===== src/rtl/mul_cfg.svh =====
`ifndef MUL_CFG_SVH
`define MUL_CFG_SVH

// Request FIFO depth, power of two, at least 2
`define MUL_REQ_DEPTH 4

// Result queue depth, power of two
`define MUL_RES_DEPTH 4

// APB register offsets
`define MUL_REG_RS1    8'h00
`define MUL_REG_RS2    8'h04
`define MUL_REG_CMD    8'h08
`define MUL_REG_RESULT 8'h0C
`define MUL_REG_STATUS 8'h10

`endif


===== src/rtl/mul_pkg.sv =====
package mul_pkg;

  // Multiply opcode, codes follow funct3[1:0] of the M extension
  // MUL_LO  -> MUL, lower word
  // MUL_HSS -> MULH, signed x signed
  // MUL_HSU -> MULHSU, signed x unsigned
  // MUL_HUU -> MULHU, unsigned x unsigned
  typedef enum logic [1:0] {
    MUL_LO  = 2'd0,
    MUL_HSS = 2'd1,
    MUL_HSU = 2'd2,
    MUL_HUU = 2'd3
  } mul_op_e;

  // One queued request, 66 bits
  // Op sits in the top bits so a raw dump reads op first
  typedef struct packed {
    mul_op_e     op;
    logic [31:0] rs1;
    logic [31:0] rs2;
  } mul_req_t;

endpackage


===== src/rtl/mul_req_if.sv =====
// Request stream between register block, FIFO and multiplier
// Transfer happens on a clock edge with valid and ready both high
interface mul_req_if;
  import mul_pkg::*;

  // Handshake
  logic        valid;
  logic        ready;

  // Payload, held while valid is high and ready is low
  mul_op_e     op;
  logic [31:0] rs1;
  logic [31:0] rs2;

  // Producer side drives valid and payload
  modport src (
    output valid,
    output op,
    output rs1,
    output rs2,
    input  ready
  );

  // Consumer side returns ready
  modport snk (
    input  valid,
    input  op,
    input  rs1,
    input  rs2,
    output ready
  );

endinterface


===== src/rtl/mul_wb_correct.sv =====
module mul_wb_correct (
  input  logic [63:0]     product,
  input  logic [31:0]     rs1_data,
  input  logic [31:0]     rs2_data,
  input  mul_pkg::mul_op_e op,
  output logic [31:0]     result
);
  import mul_pkg::*;

  logic        rs1_signed;
  logic        rs2_signed;
  logic [31:0] corr_rs1;
  logic [31:0] corr_rs2;
  logic [31:0] upper_fixed;

  // MULH and MULHSU treat rs1 as signed, only MULH treats rs2 as signed
  assign rs1_signed = (op == MUL_HSS) || (op == MUL_HSU);
  assign rs2_signed = (op == MUL_HSS);

  // A negative signed operand adds 2^32 times the other operand
  // to the unsigned product, so take that back out of the upper word
  assign corr_rs1 = (rs1_signed && rs1_data[31]) ? rs2_data : 32'h0;
  assign corr_rs2 = (rs2_signed && rs2_data[31]) ? rs1_data : 32'h0;

  assign upper_fixed = product[63:32] - corr_rs1 - corr_rs2;

  // Lower word needs no fix, it is the same for every signedness
  always_comb begin
    case (op)
      MUL_LO:  result = product[31:0];
      default: result = upper_fixed;
    endcase
  end

endmodule


===== src/rtl/mul_pipe.sv =====
module mul_pipe (
  input  logic        clk,
  input  logic        rst_n,
  mul_req_if.snk      req,
  output logic        res_valid,
  input  logic        res_ready,
  output logic [31:0] res_data
);
  import mul_pkg::*;

  // Stage 1, operands as accepted
  logic        s1_valid;
  mul_op_e     s1_op;
  logic [31:0] s1_rs1;
  logic [31:0] s1_rs2;
  logic        s1_ready;

  // Stage 2, raw unsigned product plus what the correction needs
  logic        s2_valid;
  logic [63:0] s2_product;
  mul_op_e     s2_op;
  logic [31:0] s2_rs1;
  logic [31:0] s2_rs2;
  logic        s2_ready;

  // Stall chain, a stage moves when the next one is empty or moving
  assign s2_ready  = !s2_valid || res_ready;
  assign s1_ready  = !s1_valid || s2_ready;
  assign req.ready = s1_ready;
  assign res_valid = s2_valid;

  // Stage valid bits
  always_ff @(posedge clk) begin
    if (!rst_n) begin
      s1_valid <= 1'b0;
      s2_valid <= 1'b0;
    end else begin
      if (s1_ready) begin
        s1_valid <= req.valid;
      end
      if (s2_ready) begin
        s2_valid <= s1_valid;
      end
    end
  end

  // Stage payloads, loaded only on a real transfer
  always_ff @(posedge clk) begin
    if (req.valid && s1_ready) begin
      s1_op  <= req.op;
      s1_rs1 <= req.rs1;
      s1_rs2 <= req.rs2;
    end
    if (s1_valid && s2_ready) begin
      // Full 32x32 unsigned product, signs fixed up after the register
      s2_product <= {32'h0, s1_rs1} * {32'h0, s1_rs2};
      s2_op      <= s1_op;
      s2_rs1     <= s1_rs1;
      s2_rs2     <= s1_rs2;
    end
  end

  // Writeback correction straight off stage 2
  mul_wb_correct u_wb (
    .product  (s2_product),
    .rs1_data (s2_rs1),
    .rs2_data (s2_rs2),
    .op       (s2_op),
    .result   (res_data)
  );

endmodule


===== src/rtl/mul_req_fifo.sv =====
`include "mul_cfg.svh"

module mul_req_fifo (
  input  logic   clk,
  input  logic   rst_n,
  mul_req_if.snk push,
  mul_req_if.src pop
);
  import mul_pkg::*;

  localparam int DEPTH = `MUL_REQ_DEPTH;
  localparam int PTR_W = $clog2(DEPTH);
  localparam int CNT_W = $clog2(DEPTH + 1);

  mul_req_t         mem [DEPTH];
  mul_req_t         head;
  logic [PTR_W-1:0] wr_ptr;
  logic [PTR_W-1:0] rd_ptr;
  logic [CNT_W-1:0] count;
  logic             full;
  logic             empty;
  logic             do_push;
  logic             do_pop;

  assign full  = (count == CNT_W'(DEPTH));
  assign empty = (count == '0);

  // A full FIFO still takes a push when the head leaves in the same cycle
  assign push.ready = !full || pop.ready;
  assign do_push    = push.valid && push.ready;
  assign do_pop     = pop.valid && pop.ready;

  // Head entry goes straight out, registered storage
  assign head      = mem[rd_ptr];
  assign pop.valid = !empty;
  assign pop.op    = head.op;
  assign pop.rs1   = head.rs1;
  assign pop.rs2   = head.rs2;

  // Pointers wrap naturally with power-of-two depth
  always_ff @(posedge clk) begin
    if (!rst_n) begin
      wr_ptr <= '0;
      rd_ptr <= '0;
      count  <= '0;
    end else begin
      if (do_push) begin
        wr_ptr <= wr_ptr + 1'b1;
      end
      if (do_pop) begin
        rd_ptr <= rd_ptr + 1'b1;
      end
      case ({do_push, do_pop})
        2'b10:   count <= count + 1'b1;
        2'b01:   count <= count - 1'b1;
        default: count <= count;
      endcase
    end
  end

  // Entry storage
  always_ff @(posedge clk) begin
    if (do_push) begin
      mem[wr_ptr] <= '{op: push.op, rs1: push.rs1, rs2: push.rs2};
    end
  end

endmodule


===== src/rtl/mul_apb_regs.sv =====
`include "mul_cfg.svh"

module mul_apb_regs (
  input  logic        clk,
  input  logic        rst_n,
  input  logic        psel,
  input  logic        penable,
  input  logic        pwrite,
  input  logic [7:0]  paddr,
  input  logic [31:0] pwdata,
  output logic [31:0] prdata,
  output logic        pslverr,
  input  logic        res_valid,
  input  logic [31:0] res_data,
  output logic        res_ready,
  mul_req_if.src      req
);
  import mul_pkg::*;

  localparam int RES_DEPTH = `MUL_RES_DEPTH;
  // Depth of 1 still needs a one-bit pointer
  localparam int RES_PTR_W = (RES_DEPTH > 1) ? $clog2(RES_DEPTH) : 1;
  localparam int RES_CNT_W = $clog2(RES_DEPTH + 1);

  logic                 access;
  logic                 rs1_wr;
  logic                 rs2_wr;
  logic                 cmd_wr;
  logic                 result_rd;
  logic                 fifo_full;
  logic [31:0]          rs1_q;
  logic [31:0]          rs2_q;
  logic [31:0]          status;

  // Result queue storage and bookkeeping
  logic [31:0]          res_mem [RES_DEPTH];
  logic [RES_PTR_W-1:0] res_wr_ptr;
  logic [RES_PTR_W-1:0] res_rd_ptr;
  logic [RES_CNT_W-1:0] res_count;
  logic                 res_empty;
  logic                 res_full;
  logic                 res_push;
  logic                 res_pop;

  // APB access phase, all side effects happen here
  assign access    = psel && penable;
  assign rs1_wr    = access && pwrite && (paddr == `MUL_REG_RS1);
  assign rs2_wr    = access && pwrite && (paddr == `MUL_REG_RS2);
  assign cmd_wr    = access && pwrite && (paddr == `MUL_REG_CMD);
  assign result_rd = access && !pwrite && (paddr == `MUL_REG_RESULT);

  // CMD write becomes a single-cycle request with the current operands
  assign req.valid = cmd_wr;
  assign req.op    = mul_op_e'(pwdata[1:0]);
  assign req.rs1   = rs1_q;
  assign req.rs2   = rs2_q;
  assign fifo_full = !req.ready;

  // Operand registers
  always_ff @(posedge clk) begin
    if (!rst_n) begin
      rs1_q <= '0;
      rs2_q <= '0;
    end else begin
      if (rs1_wr) begin
        rs1_q <= pwdata;
      end
      if (rs2_wr) begin
        rs2_q <= pwdata;
      end
    end
  end

  assign res_empty = (res_count == '0);
  assign res_full  = (res_count == RES_CNT_W'(RES_DEPTH));
  assign res_ready = !res_full;
  assign res_push  = res_valid && res_ready;
  // Pop only when something is there, empty read is an error instead
  assign res_pop   = result_rd && !res_empty;

  // Result queue pointers and count
  always_ff @(posedge clk) begin
    if (!rst_n) begin
      res_wr_ptr <= '0;
      res_rd_ptr <= '0;
      res_count  <= '0;
    end else begin
      if (res_push) begin
        res_wr_ptr <= (res_wr_ptr == RES_PTR_W'(RES_DEPTH - 1)) ? '0 : res_wr_ptr + 1'b1;
      end
      if (res_pop) begin
        res_rd_ptr <= (res_rd_ptr == RES_PTR_W'(RES_DEPTH - 1)) ? '0 : res_rd_ptr + 1'b1;
      end
      case ({res_push, res_pop})
        2'b10:   res_count <= res_count + 1'b1;
        2'b01:   res_count <= res_count - 1'b1;
        default: res_count <= res_count;
      endcase
    end
  end

  // Result storage
  always_ff @(posedge clk) begin
    if (res_push) begin
      res_mem[res_wr_ptr] <= res_data;
    end
  end

  // Status layout: count in 15:8, queue empty in bit 1, FIFO full in bit 0
  assign status = {16'h0, 8'(res_count), 6'h0, res_empty, fifo_full};

  // Read mux, driven whenever a read is selected
  always_comb begin
    prdata = '0;
    if (psel && !pwrite) begin
      case (paddr)
        `MUL_REG_RS1:    prdata = rs1_q;
        `MUL_REG_RS2:    prdata = rs2_q;
        `MUL_REG_RESULT: prdata = res_empty ? 32'h0 : res_mem[res_rd_ptr];
        `MUL_REG_STATUS: prdata = status;
        default:         prdata = '0;
      endcase
    end
  end

  // Error on a dropped command or a read from an empty queue
  assign pslverr = (cmd_wr && fifo_full) || (result_rd && res_empty);

endmodule


===== src/rtl/mul_top.sv =====
module mul_top (
  input  logic        clk,
  input  logic        rst_n,
  input  logic        psel,
  input  logic        penable,
  input  logic        pwrite,
  input  logic [7:0]  paddr,
  input  logic [31:0] pwdata,
  output logic [31:0] prdata,
  output logic        pslverr
);

  // Result path from the multiplier back to the register block
  logic        res_valid;
  logic        res_ready;
  logic [31:0] res_data;

  // Register block to FIFO
  mul_req_if cmd_req ();

  // FIFO to multiplier
  mul_req_if pipe_req ();

  // APB registers and result queue
  mul_apb_regs u_regs (
    .clk       (clk),
    .rst_n     (rst_n),
    .psel      (psel),
    .penable   (penable),
    .pwrite    (pwrite),
    .paddr     (paddr),
    .pwdata    (pwdata),
    .prdata    (prdata),
    .pslverr   (pslverr),
    .res_valid (res_valid),
    .res_data  (res_data),
    .res_ready (res_ready),
    .req       (cmd_req.src)
  );

  // Request buffer
  mul_req_fifo u_fifo (
    .clk   (clk),
    .rst_n (rst_n),
    .push  (cmd_req.snk),
    .pop   (pipe_req.src)
  );

  // Two-stage multiplier with writeback fixup
  mul_pipe u_pipe (
    .clk       (clk),
    .rst_n     (rst_n),
    .req       (pipe_req.snk),
    .res_valid (res_valid),
    .res_ready (res_ready),
    .res_data  (res_data)
  );

endmodule


===== config.mk =====
export PLATFORM = sky130hd
export DESIGN_NAME = mul_top
export DESIGN_NICKNAME = d
export VERILOG_FILES = /design/src/rtl/mul_pkg.sv /design/src/rtl/mul_req_if.sv /design/src/rtl/mul_wb_correct.sv /design/src/rtl/mul_pipe.sv /design/src/rtl/mul_req_fifo.sv /design/src/rtl/mul_apb_regs.sv /design/src/rtl/mul_top.sv
export VERILOG_INCLUDE_DIRS = /design/src /design/src/rtl
export SDC_FILE = /design/constraint.sdc
export NUM_CORES = 2
export LEC_CHECK = 0
export BUFFER_PORTS_ARGS = -buffer_cell sky130_fd_sc_hd__buf_2
export CAP_MARGIN = 0
export CORE_MARGIN = 5
export CORE_UTILIZATION = 42
export DETAILED_ROUTE_END_ITERATION = 7
export PLACE_DENSITY = 0.59
export SYNTH_ARGS = -nofsm -noshare
export SYNTH_HDL_FRONTEND = slang
export SYNTH_SLANG_ARGS = --single-unit

===== constraint.sdc =====
create_clock -name clk -period 9.5 [get_ports clk]
set_input_delay 0.475 -clock clk [delete_from_list [all_inputs] [get_ports clk]]
set_output_delay 0.475 -clock clk [all_outputs]
set_load 0.01 [all_outputs]

==> flow_summary.yaml <==
detailed_routing:
  finalWirelength_microns: 158100
  ant_nets: 0
  drt-initial-drc-count: 2946
  wl_per_cell_microns: 21.79
  via_per_inst: 5.262
  drtPass1Iterations: 8
  vias: 38190
  drc_errors: 0
clock_network:
  cts_htree_levels: 3
  cts-root-buf: "clkbuf_16"
  post-cts-setup-buffer-count: 0
  clock_latency_ps: 640
  clkTransAtPathRegs_ps: 80
  cts_buffer_depth: 3
  cts_num_sinks: 670
  cts_buffers: 72
  ctsResizeCount: 0
  holdBufCountCts: 0
  tritoncts: "yes"
timing:
  hold_viol: 0
  setup_tns_ps: 0
  worst_clock_skew_ps: 33.50
  slew_headroom_pct: 15.91
  layout_min_cycle_time_ps: 8736
  grt_setup_unrepaired: "false"
  maxSlewViolCount: 0
  fmax_ghz: 0.1145
  setup-violations-final: 0
  fin_crit_sh_pct: 91.95
  worstMarginPinSlew_ps: 1261
grt:
  grt_max_degree: 81
  antenna_found_initial: 4
  grt_pass1_wl_microns: 249300
  grt_pass1_vias: 40960
  grt_remaining_overflow: 0
  track_usage_pct: 21.31
synthesis:
  synth-main-ff-cell: "edfxtp_1"
  syn_area_sq_um: 60160
  synthCells: 5322
  syn-num-nets: 6605
  postSynthAreaPerCell_sq_um: 11.30
  synth_cell_types: 78
  ys_async_sr_fraction_pct: 0
  ys_seq_area_share_pct: 32.08
  synth-edff-count: 588
  yosys_warnings: 0
  synth_seq_cells: 670
cells_and_area:
  drive_above_1_share_pct: 8.559
  nNetsFinal: 6586
  nFillCells: 13110
  syn2layout_area_growth_pct: 8.407
setup_path:
  crit_buf_inv: 5
  cpMaxStageDelayCell: "edfxtp_1"
  r2r_start: "u_pipe.s1_rs1[13]$_DFFE_PP_"
  arrival_ps: 9110
  cp_top_family: "adder cells"
  r2r_end: "u_pipe.s2_product[61]$_DFFE_PP_"
  ff2ff_path_depth: 22
  path_max_fanout: 18
  worst_path_most_repeated_cell: "fa_1"
  path_class: "register to register"
  max_stage_delay_ps: 1000
  cp-end-kind: "register"
  start_kind: "register"
  crit_path_cell_trace: "buf_4 > and2_1 > fa_1 > fa_1 > inv_1 > fa_1 > fa_1 > inv_1 > fa_1 > fa_1 > fa_1 > inv_1 > fa_1 > inv_1 > ha_1 > nand4_2 > or4_4 > o32ai_2 > o2111ai_1 > a2111o_1 > and2_4 > o211a_1"
  cp.required_ps: 9880
  regToRegSetupSlack_ps: 760
placement:
  hpwl_microns: 121600
  io_buffers: 77
  gp_congestion: 0.9273
hold_path:
  hold_depth: 3
  hold_class: "input pin to register"
  min_from: "pwdata[26]"
  min_to: "u_regs.req.rs1[26]$_SDFFE_PN0P_"
floorplanning:
  rows: 138
  die_area_sq_um: 150900
  die_w_microns: 388.5
  pin_count: 78
  die_y_microns: 388.5
  start_util_pct: 42.39
  core-area_sq_um: 141900
outcome:
  outcome: "complete, no violations"
job:
  maxCapViolCount: 0
flip-flops by register name (all words and copies together) (netlist names), named ones only:
signal,flops
u_fifo.mem,264
u_regs.res_mem,128
u_pipe.s2_product,64
u_pipe.s1_rs1,32
u_pipe.s1_rs2,32
u_pipe.s2_rs1,32
u_pipe.s2_rs2,32
u_regs.req.rs1,32
u_regs.req.rs2,32
u_fifo.count,3
u_regs.res_count,3
u_fifo.rd_ptr,2
u_fifo.wr_ptr,2
u_pipe.s1_op,2
u_pipe.s2_op,2
u_regs.res_rd_ptr,2
u_regs.res_wr_ptr,2
u_pipe.res_valid,1
u_pipe.s1_valid,1
worst min-delay path, stage by stage:
cell and delay, ps:
buf_2 100, nand2_1 40, a21boi_0 60
through the flow:
stage	cells	instance area (sq um)	setup WS [ps]	utilization [%]	hold slack (ps)
final	7258	65220	764.5	45.95	116.0
after global routing	7253	65200	513.3	45.94	110.5
after CTS	7253	65200	737.1	45.94	82.17
after detailed placement	7119	62760	810.4	44.22	404.5
after global placement	7119	62760	911.8	44.22	402.2
after floorplan	5322	60160	2077	-	400.3
layout make-up:
cell class / count / area (sq um) / share of cell area (%)
tap: 1890 / 2365 / 3.626
clock buffer: 91 / 1934 / 2.966
clock inverter: 43 / 508.0 / 0.7789
antenna: 5 / 12.51 / 0.01919
timing repair buffer: 206 / 1354 / 2.076
inverter: 926 / 3476 / 5.330
sequential: 670 / 19300 / 29.60
multi-input combinational: 3427 / 36260 / 55.60
layer usage:
layer	wire length [microns]	vias up	track usage (%)
met3	10390	175	3.394
met2	73880	1135	34.49
li1	-	16800	-
met4	2749	2	3.967
met5	13	-	0
met1	71090	20080	30.87
Yosys cell counts, types with 70 or more instances:
cell,count,share of area [%]
fa_1,929,31
inv_1,926,5.8
nand2_1,754,4.7
and2_1,590,6.1
edfxtp_1,588,29
ha_1,309,6.4
clkbuf_1,264,1.6
a21oi_1,115,0.96
mux4_2,98,3.7
dfxtp_1,82,2.7
o21ai_0,81,0.67
a21boi_0,70,0.87
nor2_1,70,0.44
kinds of logic after synthesis:
group                    synth area share, %
multiplexers                           3.789
buffers and inverters                  7.714
adder cells (fa/ha/maj)                37.34
AO/OA/AOI/OAI                          4.927
flip-flops                             32.08
AND/OR/NAND/NOR                        12.68
XOR/XNOR                               1.470
layout by cell type, fill, tap and decap left out, types with 22 or more instances in the layout:
master,n
a21boi_0,70
a21o_1,48
a21oi_1,114
a222oi_1,32
and2_1,586
buf_2,77
buf_4,129
clkbuf_16,73
dfxtp_1,79
edfxtp_1,588
fa_1,929
ha_1,308
inv_1,926
mux4_2,98
nand2_1,754
nand3_1,22
nand4_1,27
nor2_1,70
o21ai_0,81
xnor2_1,58
xor2_1,43
worst max path at each step:
stage / from / to / cells after the start
after global placement: u_pipe.s1_rs1[13]$_DFFE_PP_ / u_pipe.s2_product[61]$_DFFE_PP_ / 22
after global routing: u_pipe.s1_rs2[9]$_DFFE_PP_ / u_pipe.s2_product[61]$_DFFE_PP_ / 25
after floorplan: u_pipe.s1_rs2[8]$_DFFE_PP_ / u_pipe.s2_product[61]$_DFFE_PP_ / 25
final: u_pipe.s1_rs1[13]$_DFFE_PP_ / u_pipe.s2_product[61]$_DFFE_PP_ / 22
after CTS: u_pipe.s1_rs1[13]$_DFFE_PP_ / u_pipe.s2_product[61]$_DFFE_PP_ / 22
after detailed placement: u_pipe.s1_rs1[13]$_DFFE_PP_ / u_pipe.s2_product[61]$_DFFE_PP_ / 22
Power is left out: the tool's default activity adds up to more than one toggle a clock period on the data nets, which glitch-free logic cannot reach.
